`src/logic/corner_pkg.sv`:
```
package corner_pkg;

    // problem size, the clause layout depends on it
    localparam int NUM_VARS = 4;

    // coefficients, biases and values share one width
    localparam int COEF_BITS = 8;

    localparam int VAR_IDX_BITS = $clog2(NUM_VARS);

    // signed coefficient or bias
    typedef logic signed [COEF_BITS-1:0] coef_t;

    // signed variable value
    // a proposal is derived from a bias, so it is as wide as coef_t
    typedef logic signed [COEF_BITS-1:0] value_t;

    typedef logic [VAR_IDX_BITS-1:0] var_idx_t;  // which variable moves

    // full assignment, element k holds variable k
    typedef value_t [NUM_VARS-1:0] assignment_t;

    // sum(coef[k] * x[k]) + bias > 0
    typedef struct packed {
        coef_t [NUM_VARS-1:0] coef;  // element k multiplies variable k
        coef_t                bias;
    } clause_t;

    // one clause reduced to a bound on the moved variable
    typedef struct packed {
        value_t value;   // saturated bound value
        logic   lower;   // 1: x >= value, 0: x <= value
        logic   active;  // clause takes part in this pass
    } bound_t;

endpackage
```
`src/logic/bound_tree.sv`:
```
module bound_tree #(
    parameter int  NUM_CLAUSES = 8,
    localparam int LEVELS      = $clog2(NUM_CLAUSES),
    localparam int NODES       = 2 * NUM_CLAUSES
) (
    input  logic               clk,
    input  logic               reset,
    input  logic               bounds_valid,  // propose delayed by one cycle
    input  corner_pkg::bound_t bounds [NUM_CLAUSES],
    output corner_pkg::value_t proposal,
    output logic               proposal_found,
    output logic               proposal_valid
);

    // heap layout, root at 1, leaves at NUM_CLAUSES .. NODES-1
    corner_pkg::value_t lo_val [1:NODES-1];  // largest lower bound so far
    logic               lo_act [1:NODES-1];
    corner_pkg::value_t hi_val [1:NODES-1];  // smallest upper bound so far
    logic               hi_act [1:NODES-1];

    logic               any_bound;

    // split every leaf into its lower and upper role
    for (genvar i = 0; i < NUM_CLAUSES; i++) begin : gen_leaf
        assign lo_val[NUM_CLAUSES+i] = bounds[i].value;
        assign lo_act[NUM_CLAUSES+i] = bounds[i].active && bounds[i].lower;
        assign hi_val[NUM_CLAUSES+i] = bounds[i].value;
        assign hi_act[NUM_CLAUSES+i] = bounds[i].active && !bounds[i].lower;
    end

    // one comparator pair per inner node, level 0 is the root
    for (genvar lvl = 0; lvl < LEVELS; lvl++) begin : gen_level
        for (genvar j = 0; j < 2 ** lvl; j++) begin : gen_node
            localparam int K = 2 ** lvl + j;
            localparam int L = 2 * K;  // left child
            localparam int R = 2 * K + 1;  // right child

            logic lo_take_left;
            logic hi_take_left;

            // an inactive side always loses
            assign lo_take_left = lo_act[L] && (!lo_act[R] || (lo_val[L] > lo_val[R]));
            assign hi_take_left = hi_act[L] && (!hi_act[R] || (hi_val[L] < hi_val[R]));

            assign lo_act[K] = lo_act[L] || lo_act[R];
            assign lo_val[K] = lo_take_left ? lo_val[L] : lo_val[R];
            assign hi_act[K] = hi_act[L] || hi_act[R];
            assign hi_val[K] = hi_take_left ? hi_val[L] : hi_val[R];
        end
    end

    assign any_bound = lo_act[1] || hi_act[1];

    always_ff @(posedge clk) begin
        if (reset) begin
            proposal       <= '0;
            proposal_found <= 1'b0;
            proposal_valid <= 1'b0;
        end else begin
            proposal_valid <= bounds_valid;
            proposal_found <= bounds_valid && any_bound;
            if (bounds_valid) begin
                if (lo_act[1]) begin
                    proposal <= lo_val[1];  // a lower bound takes priority
                end else if (hi_act[1]) begin
                    proposal <= hi_val[1];
                end
                // no bound at all keeps the last proposal
            end
        end
    end

endmodule

```
`config.mk`:
```
export PLATFORM = sky130hd
export DESIGN_NAME = bound_tree
export DESIGN_NICKNAME = d
export VERILOG_FILES = /design/src/logic/corner_pkg.sv /design/src/logic/bound_tree.sv
export SDC_FILE = /design/constraint.sdc
export NUM_CORES = 1
export LEC_CHECK = 0
export BUFFER_PORTS_ARGS = -buffer_cell sky130_fd_sc_hd__clkbuf_2
export CORE_ASPECT_RATIO = 1.2
export CORE_MARGIN = 5
export CORE_UTILIZATION = 57
export CTS_BUF_LIST = sky130_fd_sc_hd__clkbuf_4
export DETAILED_ROUTE_END_ITERATION = 6
export GPL_TIMING_DRIVEN = 0
export PLACE_DENSITY = 0.83
export SYNTH_ARGS = -nofsm -noshare
export SYNTH_HDL_FRONTEND = slang
export SYNTH_SLANG_ARGS = --single-unit
```
`constraint.sdc`:
```
create_clock -name clk -period 8.9 [get_ports clk]
set_input_delay 0.89 -clock clk [delete_from_list [all_inputs] [get_ports clk]]
set_output_delay 0.89 -clock clk [all_outputs]
set_load 0.01 [all_outputs]
```
==> reports/results.tsv <==
stage	metric	value	unit
yosys	post-synth top area share	0.231	
critical_path	Worst Path Max Fanout	10	
clock_tree	htree depth	1	
die	Die ar.	8940	um2
final_layout	fin cells	724	
clock_tree	CTS Hold Bufs	0	
sta	Max-slew headroom	0.257	
detailed_routing	# DRC	0	
final_layout	Util after Layout	0.678	
clock_tree	Reg clk slew, reported paths	0.07	ns
clock_tree	maximum clock path buffer count	2	
final_layout	share of cells above drive strength 1	0.193	
final_layout	fill count	589	
global_routing	vias in the first global route	4483	
critical_path	slowest library cell on the worst path	a31oi_1	
yosys	Yosys reg bits	10	
global_routing	Congestion Overflow GR	0	
yosys	ranking of synthesized cells by area	ha_1, mux2i_1, inv_1, a21oi_1, dfxtp_1	
critical_path	Critical path buffers and inverters	5	
sta	Fin Clk Skew	0	ns
sta	Highest Clock Rate	0.126	GHz
yosys	Net Count, Synth	699	
critical_path	CP max stage delay	0.84	ns
sta	endpoints failing setup	0	
sta	final slew viol count	0	
critical_path	crit path kind	in2reg	
yosys	EDFF count, synth	0	
placement	Place WS	0.495	ns
placement	Routability Congestion	0.980	
die	initial core utilization	0.590	
yosys	most area-hungry cell type in the Yosys netlist	ha_1	
placement	Port Buffers	92	
placement	cell total after placement	720	
yosys	Ys Warns	0	
clock_tree	Clk Tree Root Cell	clkbuf_4	
global_routing	first-pass GRT wire length	20900	um
global_routing	total track usage	0.295	
die	Die X	87.1	um
yosys	Synth Area in XOR/XNOR	0.00430	
critical_path	CP required	9.05	ns
yosys	compound-cell area share of the yosys netlist	0.237	
final_layout	Area Overhead vs Synth	14.8	%
sta	final period utilization	0.890	
detailed_routing	Initial DRC Count	245	
sta	RSZ-0062 raised after global routing	no	
die	Chip Height	103	um
yosys	largest family of logic cells by synthesized area	compound AO/OA/AOI/OAI gates	
detailed_routing	Routed WL per cell	18.1	um
critical_path	crit path launch type	primary input	
global_routing	antenna violations before repair	0	
sta	final worst-path setup slack	0.983	ns
yosys	share of the yosys chip area belonging to registers	0.0492	
run	max-cap violation count	0	
sta	Slew @ Worst Pin	1.11	ns
sta	setup TNS	0	ns
detailed_routing	Vias	4453	
critical_path	CP Capture Type	flop	
yosys	Simple-Gate Fraction of Synth Area	0.192	
sta	minimum clock period	7.92	ns
yosys	multiplexer share of the synthesized area	0.199	
critical_path	crit-path leading delay family	compound AO/OA/AOI/OAI gates	
die	Rows	33	
die	IO Count	93	
clock_tree	Sinks on Clock Net	10	
power	pwr dens	97.1	nW/um2
detailed_routing	final WL	13100	um
yosys	Unique masters post-synth	64	
detailed_routing	drt first pass iters	5	
yosys	Post-Syn Area per Cell	7.52	um2
yosys	Async SR Flop Fraction	0	
power	Worst VDD drop	0.0000427	V
detailed_routing	post-DR vias/cell	6.15	
final_layout	Nets	796	
yosys	Post-Syn Area	4070	um2
detailed_routing	DRT antenna net count	0	
die	Core Region	6900	um2
clock_tree	number of CTS-inserted buffers	3	
power	Pleak	2.57	nW
clock_tree	CTS tree	built	
status	outcome	complete, no violations	
placement	DP HPWL	11800	um
final_layout	diode count	0	
critical_path	most used cell, CP	o21a_1	
min_path	Worst Hold Class	reg2reg	
yosys	Synth Area in Adders	0.233	
yosys	cell count after synthesis	541	
critical_path	CP arrival	8.07	ns
clock_tree	Skew-Pair Late Insertion Delay	0.27	ns
global_routing	largest net degree at the start of global routing	11	
sta	Final Hold Fails	0	
yosys	Primary FF master, synth	dfxtp_1	
-- worst register-to-register path, delay by kind of cell (launching register included) --
kind               cells  cell delay [ns]
and+or+nand+nor        1             0.53
DFF                    1             0.36
AOI/OAI and AO/OA      2             0.27
-- cell type report --
| cell class | count | area [um2] | share of cell area |
|---|---|---|---|
| Multi-Input combinational cell | 441 | 3530 | 0.755 |
| Timing Repair Buffer | 92 | 460 | 0.0985 |
| Inverter | 76 | 285 | 0.0610 |
| Sequential cell | 10 | 200 | 0.0428 |
| Tap cell | 87 | 109 | 0.0233 |
| Buffer | 14 | 63.8 | 0.0137 |
| Clock buffer | 3 | 22.5 | 0.00482 |
| Clock inverter | 1 | 3.75 | 0.000803 |
-- power breakdown --
group / total [W] / switching, W / internal [W]
clock network: 0.0000326 / 0.0000164 / 0.0000162
logic: 0.000361 / 0.000208 / 0.000154
registers: 0.0000598 / 0.00000610 / 0.0000537
-- kinds of logic (layout without fill, tap and decap cells) --
kind of cell / count (synthesis) / in the layout
fa+ha+maj: 76 / 76
xor+xnor: 2 / 2
simple gates: 146 / 146
buf+inv: 90 / 186
compound gates: 138 / 138
flops: 10 / 10
mux: 79 / 79
-- timing repair --
| item | 4_1_cts | 5_1_grt |
|---|---|---|
| resized for setup | 0 | 1 |
| setup endpoints to repair | 0 | 1 |
| setup buffers | 0 | 0 |
-- placed cells by master (no fill, tap or decap), types with 12 or more instances in the layout --
master and instances:
a21oi_1 43, clkbuf_1 12, nor2b_1 17, inv_1 76, nand2_1 34, nand3_1 19, nor2_1 21, ha_1 75
mux2i_1 68, clkbuf_2 92
-- final timing paths --
check | endpoint | slack (ns) | cells past startpoint | from
max | proposal[6]$_SDFFE_PP0P_ | 0.98 | 33 | bounds[63]
min | proposal[1]$_SDFFE_PP0P_ | 0.52 | 2 | proposal[1]$_SDFFE_PP0P_
max reg2reg | proposal[6]$_SDFFE_PP0P_ | 7.67 | 3 | proposal[6]$_SDFFE_PP0P_
min reg2reg | proposal[1]$_SDFFE_PP0P_ | 0.52 | 2 | proposal[1]$_SDFFE_PP0P_
-- per-stage QoR --
stage                     cell area [um2]  total power (W)  hold WS [ns]
final                                4670         0.000454         0.525
after CTS                            4670         0.000449         0.525
after floorplan                      4070         0.000305         0.531
after global routing                 4670         0.000497         0.559
after global placement               4640         0.000404         0.512
after detailed placement             4640         0.000416         0.516
-- synthesized netlist by cell type (9+ instances only) --
cell type / number
nor2_1: 21
dfxtp_1: 10
mux2_2: 10
clkbuf_1: 12
o21ai_0: 11
a21oi_1: 43
mux2i_1: 68
ha_1: 75
nand3_1: 19
nor2b_1: 17
nand4_1: 9
nand2_1: 34
inv_1: 76
a21o_1: 9
-- routing by layer --
metal | vias to the layer above | wire, um | GRT usage
li1 | 2204 | - | -
met3 | 54 | 805 | 0.0256
met5 | - | 0 | 0
met1 | 2017 | 4830 | 0.309
met4 | 0 | 907 | 0.181
met2 | 178 | 6560 | 0.561
-- registers in the layout (all words and copies together) (netlist names) --
register / count
proposal: 8
proposal_found: 1
proposal_valid: 1
No activity file was read; power rests on OpenSTA's default activity.
