[config.mk]
export PLATFORM = sky130hd
export DESIGN_NAME = clause_store
export DESIGN_NICKNAME = d
export VERILOG_FILES = /design/src/logic/corner_pkg.sv /design/src/logic/clause_store.sv
export SDC_FILE = /design/constraint.sdc
export NUM_CORES = 1
export LEC_CHECK = 0
export BUFFER_PORTS_ARGS = -buffer_cell sky130_fd_sc_hd__clkbuf_2
export CAP_MARGIN = 20
export CORE_UTILIZATION = 40
export CTS_BUF_LIST = sky130_fd_sc_hd__clkbuf_8
export DETAILED_ROUTE_END_ITERATION = 7
export PLACE_DENSITY_LB_ADDON = 0.1
export SLEW_MARGIN = 5
export SYNTH_ARGS = -nofsm -noshare
export SYNTH_HDL_FRONTEND = slang
export SYNTH_SLANG_ARGS = --single-unit
[constraint.sdc]
create_clock -name clk -period 1.6 [get_ports clk]
set_input_delay 0.32 -clock clk [delete_from_list [all_inputs] [get_ports clk]]
set_output_delay 0.32 -clock clk [all_outputs]
set_load 0.01 [all_outputs]
[src/logic/corner_pkg.sv]
package corner_pkg;

    // problem size, the clause layout depends on it
    localparam int NUM_VARS = 4;

    // coefficients, biases and values share one width
    localparam int COEF_BITS = 8;

    localparam int VAR_IDX_BITS = $clog2(NUM_VARS);

    // signed coefficient or bias
    typedef logic signed [COEF_BITS-1:0] coef_t;

    // signed variable value
    // a proposal is derived from a bias, so it is as wide as coef_t
    typedef logic signed [COEF_BITS-1:0] value_t;

    typedef logic [VAR_IDX_BITS-1:0] var_idx_t;  // which variable moves

    // full assignment, element k holds variable k
    typedef value_t [NUM_VARS-1:0] assignment_t;

    // sum(coef[k] * x[k]) + bias > 0
    typedef struct packed {
        coef_t [NUM_VARS-1:0] coef;  // element k multiplies variable k
        coef_t                bias;
    } clause_t;

    // one clause reduced to a bound on the moved variable
    typedef struct packed {
        value_t value;   // saturated bound value
        logic   lower;   // 1: x >= value, 0: x <= value
        logic   active;  // clause takes part in this pass
    } bound_t;

endpackage
[src/logic/clause_store.sv]
module clause_store #(
    parameter int  NUM_CLAUSES = 8,
    localparam int IDX_BITS    = $clog2(NUM_CLAUSES)
) (
    input  logic                clk,
    input  logic                reset,
    input  logic                clause_write,  // one clause per pulse
    input  logic [IDX_BITS-1:0] clause_index,
    input  corner_pkg::clause_t clause_data,
    output corner_pkg::clause_t clauses [NUM_CLAUSES]
);

    logic [NUM_CLAUSES-1:0] entry_write;  // one-hot write select

    // decode the clause index into per-entry write enables
    always_comb begin
        entry_write = '0;
        if (clause_write) begin
            entry_write[clause_index] = 1'b1;
        end
    end

    // each entry loads only when it is the selected one
    // a zero clause has all coefficients zero, so its bound is never active
    for (genvar i = 0; i < NUM_CLAUSES; i++) begin : gen_entry
        always_ff @(posedge clk) begin
            if (reset) begin
                clauses[i] <= '0;
            end else if (entry_write[i]) begin
                clauses[i] <= clause_data;
            end
        end
    end

endmodule

==> flow_summary.toml, run 1 <==
[synthesis]
yosys.cell_count.top_type = "nand2b_1"
muxShareOfSynthArea = 0.257
synth_ff_type = "dfxtp_1"
synth-simple-area-share = 0.189
synth_top_area_frac = 0.513
synthArstFlopShare = 0
synth_top_family_by_area = "multiplexers"
ys_seq_area_frac = 0.513
synthAdderAreaFrac = 0
synth_cell_type_count = 14
yosys_warnings = 0
avgSynthCellArea_sq_um = 11.1
syn-cell-area_sq_mm = 0.0125
synth_compound_area_frac = 0
synth_cells = 1129
synth_area_leaders = "dfxtp_1 51%, mux2i_1 26%, nand2b_1 18%"
ys_ff_latch = 320
synth_xor_area_frac = 0
synth_fp_nets = 1175
yosysTopAreaCell = "dfxtp_1"
synth-edff-count = 0
yosys-top-cells-count = "360 x nand2b_1, 320 x dfxtp_1, 320 x mux2i_1"

[cts]
cts_made_buffers = 56
ctsRootBufferMaster = "clkbuf_8"
postCtsSetupRepairBufs = 0
clkTransAtPathRegs_ns = 0.06
cts_tree = "built"
htreeDepth = 2
cts_hold_buf = 0
cts_resized = 0
clock_path_buffers = 3
cts.sinks = 320
clock_latency_ns = 0.56

[min_path]
hold_class = "input pin to flip-flop"

[power_and_ir_drop]
p_int_mw = 12.8
swShare = 0.237
pwr-share-seq = 0.490
p_switching_mw = 3.99
power_mw = 16.8
peakVddDrop_mv = 0.563
power_frac_comb = 0.079
leakagePower_nw = 8.68
power_per_cell_area_mw_per_mm2 = 1030
p_clk_frac = 0.431

[route]
ant_nets = 0
drtIter0Drc = 263
drt_wl_total_um = 34700
drt-pass1-iter-count = 4
wl_per_cell_um = 17.9
via_per_inst = 4.66
dr_total_vias = 9021
drc_errors = 0

[placement]
dpl.hpwl_um = 24100
port_buffers = 365
dp_slack_ns = 0.0519
routabilityCongestion = 0.766

[worst_setup_path]
crit_buf_inv = 1
start_kind = "flip-flop"
worst-endpoint-required_ns = 1.28
cp_max_fo = 2
cp_slowest_stage_delay_ns = 0.38
crit_chain = "clkbuf_2"
cp_top_family = "flip-flops"
end_kind = "primary output"
worstSetupPathType = "flip-flop to primary output"
arrival_ns = 1.09
slowest_stage = "dfxtp_1"

[global_route]
grt_pass1_vias = 8798
grt_pass1_wl_um = 51900
overflow = 0
grt.total_usage = 0.213
antenna_found_initial = 2
grt_max_degree = 43

[floorplanning]
core-area_sq_mm = 0.0307
die_h_um = 179
die_width_um = 179
start_util = 0.407
io_pins = 366
fp.dieArea_sq_mm = 0.0319
fp-row-count = 64

[finish]
fillCellCount = 2806
top_regs = "clauses: 320 flops"
final_nets = 1549
utilization = 0.533
area_growth_pct = 30.8
regMostFlops = "clauses"
largest_register_ffs = 320
drive_gt1_frac = 0.335

[job]
maxCapViolCount = 0

[timing]
rsz0062_at_grt = "no"
tightest_slew_ns = 0.500
max_freq_mhz = 708
slew_viol_final = 0
fin_tns_setup_ns = 0
min_period_ns = 1.41
clock_skew_ns = 0
hold_violations = 0
fin_crit_sh = 0.883
setup_violations = 0
slew_headroom = 0.666
fin_ws_ns = 0.187

[outcome]
status = "finished, final reports clean"
-- logic make-up (layout without fill, tap and decap cells) --
group	count (synthesis)	count (layout)
AND/OR/NAND/NOR	370	370
multiplexers	320	320
flip-flops	320	320
buffers and inverters	119	530
other	0	1
-- final timing paths --
kind                                      start            to  slack, ns  cells after the start
worst max-delay path               clauses[291]  clauses[291]       0.19                      1
worst min-delay path            clause_data[20]  clauses[100]        0.1                      3
worst max register to register     clauses[291]  clauses[291]       0.95                      2
worst min register to register     clauses[286]  clauses[286]       0.47                      2
-- stage by stage --
step | instances | area, sq um | hold WS [ns]
CTS | 1936 | 16300 | 0.0626
global route | 1937 | 16300 | 0.0855
global placement | 1841 | 15200 | 0.456
finish | 1937 | 16300 | 0.0986
floorplan | 1129 | 12500 | 0.493
detailed placement | 1841 | 15200 | 0.460
-- power by group through the flow --
stage | Sequential, mW | Clock (mW) | Combinational, mW
2_1_floorplan | 8.49 | 0 | 0.652
3_3_place_gp | 8.41 | 0 | 1.35
3_5_place_dp | 8.41 | 0 | 1.36
4_1_cts | 8.24 | 7.47 | 1.36
5_1_grt | 8.26 | 7.88 | 1.44
6_report | 8.24 | 7.25 | 1.34
-- metal layers --
metal,track usage,share of wire,vias to the layer above
li1,-,-,4447
met1,0.264,0.43,4264
met2,0.354,0.48,257
met3,0.0609,0.064,51
met4,0.0653,0.021,2
met5,0,0.00049,-
-- tightest hold or removal path, delay by kind of cell --
kind | cells | cell delay [ns]
mux | 1 | 0.08
simple gates | 1 | 0.12
buf+inv | 1 | 0.08
-- cell type report --
class,instances,area [sq um],area share
timing repair buffer,435,2710,0.166
clock inverter,25,125,0.00766
antenna,1,2.50,0.000153
clock buffer,70,963,0.0590
sequential,320,6410,0.392
tap,396,495,0.0303
multi-input combinational,690,5630,0.345
-- cell usage in the layout (no fill, tap or decap), drive strengths merged --
cell	Yosys	routed
nor4bb	1	1
nor4b	1	1
clkbuf	71	434
dfxtp	320	320
bufinv	0	1
nand2b	360	360
nand4b	3	3
mux2i	320	320
inv	0	20
clkinv	0	4
nand4bb	3	3
nand4	1	1
buf	48	71
diode	0	1
or4b	1	1
No activity file was read; power rests on OpenSTA's default activity.
==> run 2: changes to the inputs <==
BUFFER_PORTS_ARGS = -buffer_cell sky130_fd_sc_hd__buf_2   (was -buffer_cell sky130_fd_sc_hd__clkbuf_2)
==> flow_summary.toml, run 2 (synthesis results as in run 1) <==
[outcome]
status = "finished, final reports clean"

[finish]
drive_gt1_frac = 0.335
layout_commonest_cell = "buf_2"
final_cell_mix = "364 x buf_2, 360 x nand2b_1, 320 x mux2i_1, 320 x dfxtp_1, 71 x clkbuf_8"
area_growth_pct = 29.9
final_nets = 1542
regMostFlops = "clauses"
top_regs = "clauses: 320 flops"
largest_register_ffs = 320
fillCellCount = 2852

[route]
wl_per_cell_um = 18.1
via_per_inst = 4.65
drt-pass1-iter-count = 5
dr_total_vias = 8998
drt_wl_total_um = 35000
drc_errors = 0
drtIter0Drc = 327
ant_nets = 0

[worst_setup_path]
cp_top_family = "flip-flops"
cp-startpoint = "clauses[301]"
crit_chain = "buf_2"
worstSetupPathDepth = 1
cp_slowest_stage_delay_ns = 0.37
rrSetupSlack_ns = 0.97
worstRegToRegCells = 2
end_kind = "primary output"
r2r-start = "clauses[213]"
crit_buf_inv = 1
cp_max_fo = 2
crit_path_end = "clauses[301]"
start_kind = "flip-flop"
reg2reg_to = "clauses[213]"
worst-endpoint-required_ns = 1.28
slowest_stage = "dfxtp_1"
worstSetupPathType = "flip-flop to primary output"
arrival_ns = 1.10

[cts]
clock_path_buffers = 3
cts_made_buffers = 53
htreeDepth = 2
clkTransAtPathRegs_ns = 0.06
ctsRootBufferMaster = "clkbuf_8"
cts_tree = "built"
postCtsSetupRepairBufs = 0
cts.sinks = 320
clock_latency_ns = 0.57

[timing]
rsz0062_at_grt = "no"
hold_violations = 0
setup_violations = 0
holdWs_ns = 0.0342
min_period_ns = 1.42
fin_tns_setup_ns = 0
fin_ws_ns = 0.184
tightest_slew_ns = 0.452
fin_crit_sh = 0.885
slew_headroom = 0.699
max_freq_mhz = 706
clock_skew_ns = 0
slew_viol_final = 0

[job]
maxCapViolCount = 0

[power_and_ir_drop]
pwr-share-seq = 0.492
power_frac_comb = 0.078
p_switching_mw = 4.02
p_int_mw = 12.7
swShare = 0.240
p_clk_frac = 0.430
peakVddDrop_mv = 0.576
power_mw = 16.7
leakagePower_nw = 8.89
power_per_cell_area_mw_per_mm2 = 1030

[floorplanning]
die_width_um = 179
io_pins = 366
fp-row-count = 64
start_util = 0.407
core-area_sq_mm = 0.0307
die_h_um = 179
fp.dieArea_sq_mm = 0.0319

[placement]
dp_slack_ns = 0.0340
dpl.hpwl_um = 24000
routabilityCongestion = 0.761
port_buffers = 365

[min_path]
hold_path_depth = 3
hold_class = "input pin to flip-flop"

[global_route]
grt_pass1_wl_um = 52400
grt_pass1_vias = 8969
grt_max_degree = 35
overflow = 0
antenna_found_initial = 2
grt.total_usage = 0.215
run 2: changes by cell type in the layout (fill, tap and decap cells not counted):
| cell | change |
|---|---|
| clkbuf_2 | -364 |
| clkinv_4 | +1 |
| buf_12 | -8 |
| inv_1 | -1 |
| dlygate4sd3_1 | +1 |
| clkbuf_8 | +1 |
| buf_4 | +3 |
| clkinvlp_4 | +1 |
| clkinv_2 | +2 |
| bufinv_16 | -1 |
| buf_2 | +364 |
run 2: worst min-delay path: cells and delay by family:
family / cells / cell delay, ns
simple gates: 1 / 0.08
mux: 1 / 0.07
buf+inv: 1 / 0.09
run 2: metal layers:
layer,vias up,part of all wire,global-route usage
li1,4426,-,-
met1,4269,0.43,0.259
met2,252,0.48,0.367
met3,49,0.070,0.0647
met4,2,0.018,0.0614
met5,-,0.00049,0
run 2: power by group through the flow:
stage	sequential, mW	clock (mW)	combinational, mW
floorplan	8.49	0	0.652
global placement	8.40	0	1.32
detailed placement	8.41	0	1.32
CTS	8.23	7.42	1.33
global route	8.25	7.82	1.40
finish	8.23	7.20	1.31
run 2: cell type report:
cell class	instances	area, sq um	area share
sequential	320	6410	0.395
multi-input combinational	690	5630	0.347
timing repair buffer	431	2580	0.159
clock buffer	71	977	0.0603
tap	396	495	0.0306
clock inverter	27	118	0.00725
antenna	1	2.50	0.000154
run 2: timing repair:
| item | 4_1_cts | 5_1_grt |
|---|---|---|
| hold endpoints to repair | 1 | 0 |
| hold buffers | 1 | 0 |
| gates resized for setup | 0 | 0 |
run 2: how the worst min path moves through the flow:
| stage | to | from |
|---|---|---|
| floorplan | clauses[248] | clauses[248] |
| global placement | clauses[306] | clauses[306] |
| detailed placement | clauses[249] | clauses[249] |
| CTS | clauses[21] | clause_data[21] |
| global route | clauses[21] | clause_data[21] |
| finish | clauses[21] | clause_data[21] |
run 2: through the flow:
stage	area, sq um	instances	util
3_5_place_dp	15100	1836	0.493
6_report	16200	1936	0.529
3_3_place_gp	15100	1836	0.493
5_1_grt	16200	1935	0.529
2_1_floorplan	12500	1129	-
4_1_cts	16200	1935	0.529
==> run 3: changes to the inputs <==
PLACE_DENSITY_LB_ADDON = default   (was 0.1)
==> flow_summary.toml, run 3 (synthesis results as in run 1) <==
[outcome]
status = "finished, final reports clean"

[route]
wl_per_cell_um = 18.2
drt_wl_total_um = 35000
ant_nets = 0
drt-pass1-iter-count = 4
drtIter0Drc = 335
dr_total_vias = 8988
drc_errors = 0
via_per_inst = 4.68

[worst_setup_path]
worst-endpoint-required_ns = 1.28
cp_top_family = "flip-flops"
worstSetupPathType = "flip-flop to primary output"
arrival_ns = 1.11
start_kind = "flip-flop"
crit_chain = "buf_2"
worstRegToRegCells = 2
crit_path_end = "clauses[262]"
end_kind = "primary output"
cp_max_fo = 2
crit_buf_inv = 1
reg2reg_to = "clauses[262]"
cp-startpoint = "clauses[262]"
r2r-start = "clauses[262]"
cp_slowest_stage_delay_ns = 0.39
worstSetupPathDepth = 1
rrSetupSlack_ns = 0.94
slowest_stage = "dfxtp_1"

[cts]
cts_hold_buf = 0
cts.sinks = 320
clock_latency_ns = 0.56
clkTransAtPathRegs_ns = 0.06
htreeDepth = 2
ctsRootBufferMaster = "clkbuf_8"
cts_made_buffers = 55
postCtsSetupRepairBufs = 0
clock_path_buffers = 3
cts_tree = "built"
cts_resized = 0

[timing]
hold_violations = 0
holdWs_ns = 0.184
fin_tns_setup_ns = 0
slew_viol_final = 0
min_period_ns = 1.43
tightest_slew_ns = 0.562
max_freq_mhz = 700
rsz0062_at_grt = "no"
slew_headroom = 0.625
fin_crit_sh = 0.893
setup_violations = 0
fin_ws_ns = 0.172
clock_skew_ns = 0

[floorplanning]
die_width_um = 179
start_util = 0.407
fp-row-count = 64
io_pins = 366
core-area_sq_mm = 0.0307
fp.dieArea_sq_mm = 0.0319
die_h_um = 179

[finish]
drive_gt1_frac = 0.331
final_cell_mix = "364 x buf_2, 360 x nand2b_1, 320 x mux2i_1, 320 x dfxtp_1, 78 x clkbuf_8"
regMostFlops = "clauses"
layout_commonest_cell = "buf_2"
top_regs = "clauses: 320 flops"
area_growth_pct = 28.4
design_area_sq_mm = 0.0160
final_nets = 1529
largest_register_ffs = 320

[placement]
dp_slack_ns = 0.0748
dpl.hpwl_um = 23800
dpl_cell_area_sq_mm = 0.0149
routabilityCongestion = 0.776
port_buffers = 365

[global_route]
grt_max_degree = 53
overflow = 0
antenna_found_initial = 2
grt_pass1_wl_um = 52000
grt.total_usage = 0.213
grt_pass1_vias = 8865

[power_and_ir_drop]
peakVddDrop_mv = 0.636
leakagePower_nw = 8.77
power_per_cell_area_mw_per_mm2 = 1060
power_mw = 17.0

[job]
maxCapViolCount = 0

[min_path]
hold_class = "input pin to flip-flop"
[run 3: layer usage]
metal,global-route usage,vias to the layer above,part of all wire,wire length (um)
li1,-,4408,-,-
met4,0.0749,0,0.029,1000
met3,0.0628,68,0.069,2410
met2,0.348,270,0.46,16200
met1,0.265,4242,0.44,15400
met5,0,-,0,0
[run 3: through the flow]
stage / utilization / instances
finish: 0.523 / 1919
global route: 0.522 / 1918
CTS: 0.522 / 1917
detailed placement: 0.485 / 1822
global placement: 0.485 / 1822
floorplan: - / 1129
[run 3: cell type report]
class,instances,area [sq um]
repair buffers,416,2350
clock inverters,17,68.8
fillers,2782,14600
multi-input cells,690,5620
well taps,396,495
diodes,2,5.00
clock buffers,78,1070
flip-flops and latches,320,6410
[run 3: where the power goes]
part           internal (mW)  switching (mW)
logic                  0.565           0.677
clock network           4.27            3.28
registers               8.15          0.0919
[run 3: worst register-to-register path, delay by kind of cell (launching register included)]
kind             cells  cell delay [ns]
muxes                1             0.12
and+or+nand+nor      1             0.08
DFF                  1             0.39
[run 3: worst min path at each step]
stage	start	to	slack, ns	cells past startpoint
2_1_floorplan	clauses[248]	clauses[248]	0.49	2
3_3_place_gp	clauses[286]	clauses[286]	0.45	2
3_5_place_dp	clauses[317]	clauses[317]	0.46	2
4_1_cts	reset	clauses[26]	0.16	3
5_1_grt	reset	clauses[56]	0.18	3
6_report	reset	clauses[56]	0.18	3
