==> src/logic/corner_pkg.sv <==
package corner_pkg;

    // problem size, the clause layout depends on it
    localparam int NUM_VARS = 4;

    // coefficients, biases and values share one width
    localparam int COEF_BITS = 8;

    localparam int VAR_IDX_BITS = $clog2(NUM_VARS);

    // signed coefficient or bias
    typedef logic signed [COEF_BITS-1:0] coef_t;

    // signed variable value
    // a proposal is derived from a bias, so it is as wide as coef_t
    typedef logic signed [COEF_BITS-1:0] value_t;

    typedef logic [VAR_IDX_BITS-1:0] var_idx_t;  // which variable moves

    // full assignment, element k holds variable k
    typedef value_t [NUM_VARS-1:0] assignment_t;

    // sum(coef[k] * x[k]) + bias > 0
    typedef struct packed {
        coef_t [NUM_VARS-1:0] coef;  // element k multiplies variable k
        coef_t                bias;
    } clause_t;

    // one clause reduced to a bound on the moved variable
    typedef struct packed {
        value_t value;   // saturated bound value
        logic   lower;   // 1: x >= value, 0: x <= value
        logic   active;  // clause takes part in this pass
    } bound_t;

endpackage
==> src/logic/clause_reduce.sv <==
module clause_reduce (
    input  logic                    clk,
    input  logic                    reset,
    input  logic                    propose,
    input  corner_pkg::clause_t     clause,
    input  corner_pkg::assignment_t assignment,
    input  corner_pkg::var_idx_t    move_var,
    input  logic                    enable,
    output corner_pkg::bound_t      bound
);

    // room for NUM_VARS full products plus the bias, with sign
    localparam int SUM_BITS = 2 * corner_pkg::COEF_BITS + $clog2(corner_pkg::NUM_VARS) + 2;
    localparam int PROD_BITS = 2 * corner_pkg::COEF_BITS;

    localparam corner_pkg::value_t VALUE_MAX =
        corner_pkg::value_t'(2 ** (corner_pkg::COEF_BITS - 1) - 1);
    localparam corner_pkg::value_t VALUE_MIN =
        corner_pkg::value_t'(-(2 ** (corner_pkg::COEF_BITS - 1)));

    corner_pkg::coef_t          move_coef;  // coefficient of the moved variable
    logic signed [SUM_BITS-1:0] residual;   // bias plus all other terms
    logic signed [SUM_BITS-1:0] raw_bound;
    corner_pkg::value_t         sat_bound;
    logic                       is_lower;
    logic                       is_active;

    corner_pkg::value_t         bound_value;
    logic                       bound_lower;
    logic                       bound_active;

    assign move_coef = clause.coef[move_var];

    // fold every variable except the moved one into the residual
    always_comb begin
        logic signed [PROD_BITS-1:0] product;
        residual = SUM_BITS'(clause.bias);
        for (int k = 0; k < corner_pkg::NUM_VARS; k++) begin
            product = clause.coef[k] * assignment[k];
            if (corner_pkg::var_idx_t'(k) != move_var) begin
                residual = residual + product;
            end
        end
    end

    // c*x + r > 0 with only the sign of c kept
    //   c > 0 gives x >= 1 - r
    //   c < 0 gives x <= r - 1
    assign is_lower  = ~move_coef[corner_pkg::COEF_BITS-1];
    assign is_active = enable && (move_coef != '0);

    always_comb begin
        if (is_lower) begin
            raw_bound = 1 - residual;
        end else begin
            raw_bound = residual - 1;
        end
    end

    // clamp to the value range
    always_comb begin
        if (raw_bound > VALUE_MAX) begin
            sat_bound = VALUE_MAX;
        end else if (raw_bound < VALUE_MIN) begin
            sat_bound = VALUE_MIN;
        end else begin
            sat_bound = corner_pkg::value_t'(raw_bound);
        end
    end

    always_ff @(posedge clk) begin
        if (reset) begin
            bound_active <= 1'b0;
        end else begin
            bound_active <= propose && is_active;  // drops on idle cycles
        end
    end

    always_ff @(posedge clk) begin
        if (propose) begin
            bound_value <= sat_bound;
            bound_lower <= is_lower;
        end
    end

    assign bound = '{value: bound_value, lower: bound_lower, active: bound_active};

endmodule

==> config.mk <==
export PLATFORM = sky130hd
export DESIGN_NAME = clause_reduce
export DESIGN_NICKNAME = d
export VERILOG_FILES = /design/src/logic/corner_pkg.sv /design/src/logic/clause_reduce.sv
export SDC_FILE = /design/constraint.sdc
export NUM_CORES = 1
export LEC_CHECK = 0
export BUFFER_PORTS_ARGS = -buffer_cell sky130_fd_sc_hd__buf_2
export CAP_MARGIN = 20
export CORE_UTILIZATION = 36
export DETAILED_ROUTE_END_ITERATION = 10
export PLACE_DENSITY = 0.54
export SLEW_MARGIN = 10
export SYNTH_ARGS = -nofsm -noshare
export SYNTH_HDL_FRONTEND = slang
export SYNTH_SLANG_ARGS = --single-unit
==> constraint.sdc <==
create_clock -name clk -period 24.9 [get_ports clk]
set_clock_uncertainty 0.1 [all_clocks]
set_input_delay 1.245 -clock clk [delete_from_list [all_inputs] [get_ports clk]]
set_output_delay 1.245 -clock clk [all_outputs]
set_load 0.005 [all_outputs]
==> results.json, run 1 <==
{
  "cts_max_level": 1,
  "numCtsBuffers": 3,
  "area_growth_pct": 6.770,
  "yosysWarnings": 0,
  "cp_data_arrival_time_ns": 19.16,
  "syn_area_mm2": 0.01600,
  "clkSlewWorstSetupHoldPaths_ns": 0.04,
  "ctsHoldBuffers": 0,
  "die_x_um": 212.8,
  "slew_viol_final": 0,
  "cts_setup_buffers": 0,
  "run_status": "finished, final reports clean",
  "yosysSeqAreaShare": 0.01814,
  "crit_fanout": 10,
  "ys.flop_type": "edfxtp_1",
  "drive_gt1_frac": 0.06563,
  "max_freq_mhz": 51.85,
  "startpoint_type": "input pin",
  "drc": 0,
  "min_period_ns": 19.29,
  "grt_max_degree": 34,
  "grt_pass1_vias": 12900,
  "syn_area_per_cell_um2": 8.837,
  "ios": 88,
  "cts_resized": 0,
  "clockBufferDepth": 2,
  "postRouteAntennaNets": 0,
  "slew_headroom": 0.4059,
  "start_util": 0.3683,
  "hold_violations": 0,
  "cap_violations": 0,
  "routedWlPerCell_um": 16.35,
  "grt_pass1_wl_um": 68090,
  "min_path_type": "input pin to flop",
  "cts_tree": "done",
  "die_h_um": 212.8,
  "first_iter_violations": 714,
  "setup_viol": 0,
  "finalCritPeriodShare": 0.7746,
  "die-area_mm2": 0.04530,
  "fin_tns_setup_ns": 0,
  "worst_setup_path_end_kind": "flop",
  "slowest_delay_ns": 0.61,
  "tightest_slew_ns": 0.8879,
  "worstPathRequired_ns": 24.77,
  "routed_wl_um": 39980,
  "cts-root-buf": "clkbuf_16",
  "netlist_instances": 1811,
  "cpMaxStageDelayCell": "fa_1",
  "rows": 76,
  "synth_fp_nets": 2391,
  "grt_use_total": 0.1884,
  "via_per_inst": 5.039,
  "crit_top_cell": "fa_1",
  "rsz0062_at_grt": "false",
  "dp_hpwl_um": 35300,
  "ys_types": 79,
  "grt-ovfl-total": 0,
  "portBuffers": 87,
  "timing_worst_setup_path_type": "input pin to flop",
  "nets": 2440,
  "num_vias": 12320,
  "gp_congestion": 0.9252,
  "async_flop_share": 0,
  "antenna_found_initial": 0,
  "firstDrtPassIters": 5,
  "synth_edf_count": 9,
  "cts_num_sinks": 10,
  "core-area_mm2": 0.04346,
  "ys_ff_latch": 10
}
-- synthesized netlist by cell type, drive strengths merged, types with 5 or more instances --
cell type    n  area, um2
o21ai       60      300.3
nor4        11      83.83
edfxtp       9      270.3
or2          8      50.05
a21boi      10      75.07
clkbuf      33      123.9
nand2      173      649.4
and3         5      31.28
nand3       17      85.08
nand2b      30      187.7
fa         326       6526
and2       142      890.9
o21a        11      82.58
nor2        68      255.2
xor2        22      192.7
nor2b       11      76.32
nor3        19      95.09
o31ai        5      42.54
mux2         9      101.4
or3          5      31.28
a21oi       60      300.3
ha         176       2202
buf         16      90.08
a211oi      14      115.1
a21o        23      172.7
o22ai        9      56.30
o2111ai      5      43.79
nand4        5      31.28
xnor2       56      490.5
inv        369       1385
mux2i       31      317.8
o21bai       6      45.04
a31oi        7      43.79
-- logic make-up after synthesis --
kind of cell	count (synthesis)	synth area share
muxes	40	0.02619
DFF	10	0.01814
xor gates and xnor gates	78	0.04269
adders and majority gates	502	0.5454
and+or+nand+nor	509	0.1624
buffers and inverters	418	0.09991
AOI/OAI and AO/OA	254	0.1053
-- sequential cells by signal, summed over array words and instances, names as in the netlist --
signal,flops
bound_active,1
bound_lower,1
bound_value,8
-- final timing paths --
| check | from | endpoint | slack (ns) | cells after the start |
|---|---|---|---|---|
| max | clause[15] | bound_value[1]$_SDFFCE_PN1P_ | 5.61 | 56 |
| min | reset | bound_active$_SDFF_PP0_ | 1.08 | 2 |
-- critical path: cells and delay by family --
kind,cells,cell delay (ns)
buf+inv,6,0.54
compound gates,16,3.92
simple gates,4,1.26
fa+ha+maj,24,10.59
mux,2,0.38
xor+xnor,4,1.21
-- layout make-up --
cell class                      instances  area, um2
Inverter                              369       1385
Sequential cell                        10      290.3
Antenna cell                            1      2.502
Tap cell                              585      732.0
Fill cell                            4472      26370
Timing Repair Buffer                   93      480.5
Clock buffer                            3      75.07
Clock inverter                          1      3.754
Multi-Input combinational cell       1383      14120
-- metrics by stage --
| step | cells | hold WS, ns | setup WS [ns] | util | cell area, um2 |
|---|---|---|---|---|---|
| after floorplan | 1811 | 1.222 | 7.429 | - | 16000 |
| after global placement | 2439 | 1.311 | 5.335 | 0.3912 | 17000 |
| after detailed placement | 2439 | 1.325 | 5.274 | 0.3912 | 17000 |
| after CTS | 2443 | 1.085 | 5.475 | 0.3930 | 17080 |
| after global routing | 2444 | 1.092 | 4.409 | 0.3932 | 17090 |
| final | 2445 | 1.077 | 5.612 | 0.3932 | 17090 |
-- cells in the final DEF (no fill, tap or decap), types with 6 or more instances in the layout --
| cell type | netlist | layout |
|---|---|---|
| nand2b_1 | 30 | 30 |
| o21ai_1 | 11 | 11 |
| and2_1 | 141 | 141 |
| ha_1 | 176 | 176 |
| o21ai_0 | 49 | 49 |
| nor2b_1 | 10 | 10 |
| mux2_2 | 9 | 9 |
| a31oi_1 | 7 | 7 |
| nor2_1 | 68 | 68 |
| mux2i_1 | 29 | 28 |
| buf_2 | 9 | 87 |
| a211oi_1 | 12 | 12 |
| nand2_1 | 173 | 173 |
| o21bai_1 | 6 | 6 |
| nor4_1 | 10 | 10 |
| xnor2_1 | 56 | 56 |
| fa_1 | 326 | 326 |
| xor2_1 | 22 | 22 |
| inv_1 | 369 | 369 |
| a21boi_0 | 9 | 9 |
| a21oi_1 | 60 | 60 |
| o21a_1 | 11 | 11 |
| buf_4 | 3 | 6 |
| nand3_1 | 17 | 17 |
| nor3_1 | 19 | 19 |
| o22ai_1 | 9 | 9 |
| a21o_1 | 23 | 23 |
| edfxtp_1 | 9 | 9 |
-- layer usage --
metal	GRT usage	vias to the layer above	routed length, um
li1	-	5838	-
met3	0.007060	19	1359
met4	0.01662	0	326
met2	0.3160	222	18720
met5	0	-	0
met1	0.2784	6241	19580
Power of run 1 is not shown: default switching activity piles up to over one toggle a cycle in this logic, so the estimate is an artifact.
==> run 2, diff against run 1 <==
Clock period 24.9 ns to 19.51 ns, I/O delays scaled along.
==> run 2 against run 1 <==
Compared with the run above:
- clock-buffer cell count did not move
- global-route usage about the same
- first-iteration DRC count decreased by 7.3%
- non-clock buffer count grew 1
- via count is 0.21% higher
- cell area is 0.34% higher
- worst setup slack worse by 4.7 ns
- critical path depth increased by 2
- die area unchanged
- utilization grew 0.14 points
- routed wire length increased by 0.19%
- sequential cell count did not move
==> results.json, run 2 (synthesis gave the netlist of run 1 again) <==
{
  "run_status": "finished, final reports clean",
  "crit_fanout": 10,
  "final_cell_mix": "inv_1, fa_1, ha_1",
  "cts_tree": "done",
  "cts-root-buf": "clkbuf_16",
  "rows": 76,
  "grt-ovfl-total": 0,
  "fin_tns_setup_ns": 0,
  "startpoint_type": "input pin",
  "cpMaxStageDelayCell": "fa_1",
  "routed_wl_um": 40060,
  "grt_pass1_vias": 12970,
  "cts_max_level": 1,
  "rsz0062_at_grt": "false",
  "ctsHoldBuffers": 0,
  "gp_congestion": 0.9246,
  "grt_max_degree": 34,
  "final_common_cell": "inv_1",
  "max_freq_mhz": 53.69,
  "slew_headroom": 0.3631,
  "via_per_inst": 5.047,
  "stdcell_count": 2446,
  "routedWlPerCell_um": 16.38,
  "area_growth_pct": 7.138,
  "timing_worst_setup_path_type": "input pin to flop",
  "worst_setup_path_end_kind": "flop",
  "start_util": 0.3683,
  "setup_viol": 0,
  "cp-startpoint": "clause[15]",
  "cp_data_arrival_time_ns": 18.50,
  "clkSlewWorstSetupHoldPaths_ns": 0.04,
  "clockBufferDepth": 2,
  "postRouteAntennaNets": 0,
  "grt_pass1_wl_um": 68230,
  "dp_cells": 2439,
  "cts_num_sinks": 10,
  "dp_hpwl_um": 35320,
  "wl_met1_um": 19290,
  "num_vias": 12350,
  "crit_top_cell": "fa_1",
  "met3_wirelength_um": 1508,
  "die_h_um": 212.8,
  "antenna_found_initial": 1,
  "first_iter_violations": 662,
  "nets": 2441,
  "die-area_mm2": 0.04530,
  "routed.top_layer": "met4",
  "hold_violations": 0,
  "die_x_um": 212.8,
  "firstDrtPassIters": 5,
  "reg_top3": "bound_value: 8 flops, bound_active: 1 flops, bound_lower: 1 flops",
  "hp-start": "reset",
  "numCtsBuffers": 3,
  "min_path_type": "input pin to flop",
  "met2_length_um": 18740,
  "drive_gt1_frac": 0.06989,
  "slew_viol_final": 0,
  "worstPathRequired_ns": 19.38,
  "top_register": "bound_value",
  "min_period_ns": 18.62,
  "tightest_slew_ns": 0.9553,
  "ios": 88,
  "cap_violations": 0,
  "largest_register_ffs": 8,
  "drc": 0,
  "slowest_delay_ns": 0.60,
  "finalCritPeriodShare": 0.9546,
  "grt_use_total": 0.1885,
  "portBuffers": 87,
  "core-area_mm2": 0.04346
}
-- run 2: changes by cell type in the layout (fill, tap and decap cells not counted), sizes merged --
cell  delta
buf      +1
-- run 2: stage by stage --
stage | instance area, um2 | worst slack, ns | hold slack [ns] | util
2_1_floorplan | 16000 | 2.309 | 0.9525 | -
3_3_place_gp | 17000 | 0.2147 | 1.042 | 0.3912
3_5_place_dp | 17000 | 0.05262 | 1.054 | 0.3912
4_1_cts | 17080 | 0.2566 | 0.8126 | 0.3930
5_1_grt | 17140 | 0.0004547 | 0.8165 | 0.3945
6_report | 17150 | 0.8856 | 0.8060 | 0.3946
-- run 2: worst paths after layout --
path / end / slack, ns / depth (start not counted)
worst min-delay path: bound_active$_SDFF_PP0_ / 0.81 / 2
worst max-delay path: bound_value[6]$_SDFFCE_PN1P_ / 0.89 / 58
-- run 2: layout make-up --
class / count / area [um2]
fill: 4495 / 26310
antenna: 1 / 2.502
timing repair buffer: 94 / 488.0
clock inverter: 1 / 3.754
inverter: 369 / 1385
tap: 585 / 732.0
sequential: 10 / 290.3
multi-input combinational: 1383 / 14170
clock buffer: 3 / 75.07
-- run 2: critical path: cells and delay by family --
family	cells	cell delay [ns]
multiplexers	2	0.35
buffers and inverters	8	0.75
adder cells (fa/ha/maj)	24	10.67
XOR/XNOR	4	1.23
AO/OA/AOI/OAI	16	3.25
AND/OR/NAND/NOR	4	1.27
-- run 2: what timing repair did --
action	in CTS	in global routing
setup endpoints to repair	0	8
resized for setup	0	11
buffers inserted	0	1
-- run 2: routing by layer --
metal	vias up	GRT usage
met1	6250	0.2747
met2	229	0.3146
met4	0	0.02456
li1	5843	-
met3	24	0.01074
met5	-	0
Power of run 2 is left out for the same reason.
==> run 3, diff against run 2 <==
Settings changed: HOLD_SLACK_MARGIN from default to 0.03, PLACE_DENSITY 0.54 to default, PLACE_DENSITY_LB_ADDON from default to 0.15.
==> run 3 against run 2 <==
Compared with the run above:
- fmax up 0.16%
- sequential share of layout area hardly changed
- cell count stayed put
- global-route usage increased by 0.39 points
- first-iteration DRC count fell by 3.0%
- critical endpoint unchanged
==> results.json, run 3 (synthesis gave the netlist of run 1 again) <==
{
  "die_h_um": 212.8,
  "final_common_cell": "inv_1",
  "crit_top_cell": "fa_1",
  "dp_cells": 2440,
  "tightest_slew_ns": 0.9060,
  "numCtsBuffers": 3,
  "antenna_found_initial": 0,
  "worstPathRequired_ns": 19.38,
  "routed_wl_um": 41360,
  "clockBufferDepth": 2,
  "stdcell_count": 2446,
  "core-area_mm2": 0.04346,
  "run_status": "finished, final reports clean",
  "grt_pass1_vias": 12980,
  "reg_top3": "bound_value: 8 flops, bound_active: 1 flops, bound_lower: 1 flops",
  "hold_violations": 0,
  "crit_fanout": 10,
  "die_x_um": 212.8,
  "min_period_ns": 18.60,
  "grt_max_degree": 34,
  "nets": 2442,
  "portBuffers": 87,
  "postRouteAntennaNets": 0,
  "die-area_mm2": 0.04530,
  "num_vias": 12230,
  "worst_setup_path_end_kind": "flop",
  "ctsHoldBuffers": 0,
  "clkSlewWorstSetupHoldPaths_ns": 0.04,
  "slowest_delay_ns": 0.62,
  "max_freq_mhz": 53.78,
  "min_path_type": "input pin to flop",
  "ios": 88,
  "drc": 0,
  "finalCritPeriodShare": 0.9531,
  "dp_slack_ns": 0.05125,
  "top_register": "bound_value",
  "multi_input_area_mm2": 0.01416,
  "diodes": 0,
  "rows": 76,
  "final_cell_mix": "inv_1, fa_1, ha_1",
  "setup_viol": 0,
  "cp_data_arrival_time_ns": 18.46,
  "finalWorstSetupSlack_ns": 0.9146,
  "via_per_inst": 5.000,
  "routedWlPerCell_um": 16.91,
  "slew_headroom": 0.3960,
  "start_util": 0.3683,
  "area_growth_pct": 7.114,
  "first_iter_violations": 642,
  "cts_tree": "done",
  "cap_violations": 0,
  "cts_max_level": 1,
  "cts_num_sinks": 10,
  "area.sequential_um2": 290.3,
  "slew_viol_final": 0,
  "grt_pass1_wl_um": 69290,
  "cpMaxStageDelayCell": "fa_1",
  "firstDrtPassIters": 7,
  "n_fill_cell": 4498,
  "timing_worst_setup_path_type": "input pin to flop",
  "drive_gt1_frac": 0.06985,
  "dp_hpwl_um": 36180,
  "grt_use_total": 0.1925,
  "grt-ovfl-total": 0,
  "gp_congestion": 0.8660,
  "largest_register_ffs": 8,
  "cts-root-buf": "clkbuf_16",
  "startpoint_type": "input pin"
}
[run 3: changes by cell type in the layout (fill, tap and decap cells not counted), sizes merged]
cell / change
buf: +1
clkbuf: +1
clkinv: -1
diode: -1
[run 3: layout make-up]
type | count | area share
multi-input cells | 1383 | 0.8261
well taps | 585 | 0.04270
repair buffers | 95 | 0.02890
flip-flops and latches | 10 | 0.01693
inverters | 369 | 0.08080
clock buffers | 4 | 0.004598
[run 3: per-layer routing]
layer	track usage	part of all wire	vias to the layer above
met5	0	0	-
met4	0.01464	0.0058	0
met3	0.008237	0.026	16
met2	0.3313	0.48	173
met1	0.2775	0.49	6191
li1	-	-	5850
[run 3: final timing paths]
kind	cells past startpoint	startpoint	end
max	57	clause[15]	bound_value[6]$_SDFFCE_PN1P_
min	2	reset	bound_active$_SDFF_PP0_
[run 3: critical path: cells and delay by family]
kind | cells | cell delay [ns]
adders and majority gates | 24 | 10.67
AOI/OAI and AO/OA | 16 | 3.36
and+or+nand+nor | 4 | 1.28
xor gates and xnor gates | 4 | 1.12
buffers and inverters | 7 | 0.67
muxes | 2 | 0.34
[run 3: timing repair]
action,CTS,global route
gates resized for setup,0,12
endpoints found under the setup margin,0,8
setup buffers,0,1
[run 3: metrics by stage]
stage	hold WS (ns)	util	setup TNS (ns)	area (um2)
2_1_floorplan	0.9525	-	0	16000
6_report	0.8012	0.3945	0	17140
3_3_place_gp	1.041	0.3913	0	17010
4_1_cts	0.8043	0.3932	0	17090
3_5_place_dp	1.046	0.3913	0	17010
5_1_grt	0.8200	0.3945	-0.04127	17140
Power of run 3 is left out for the same reason.
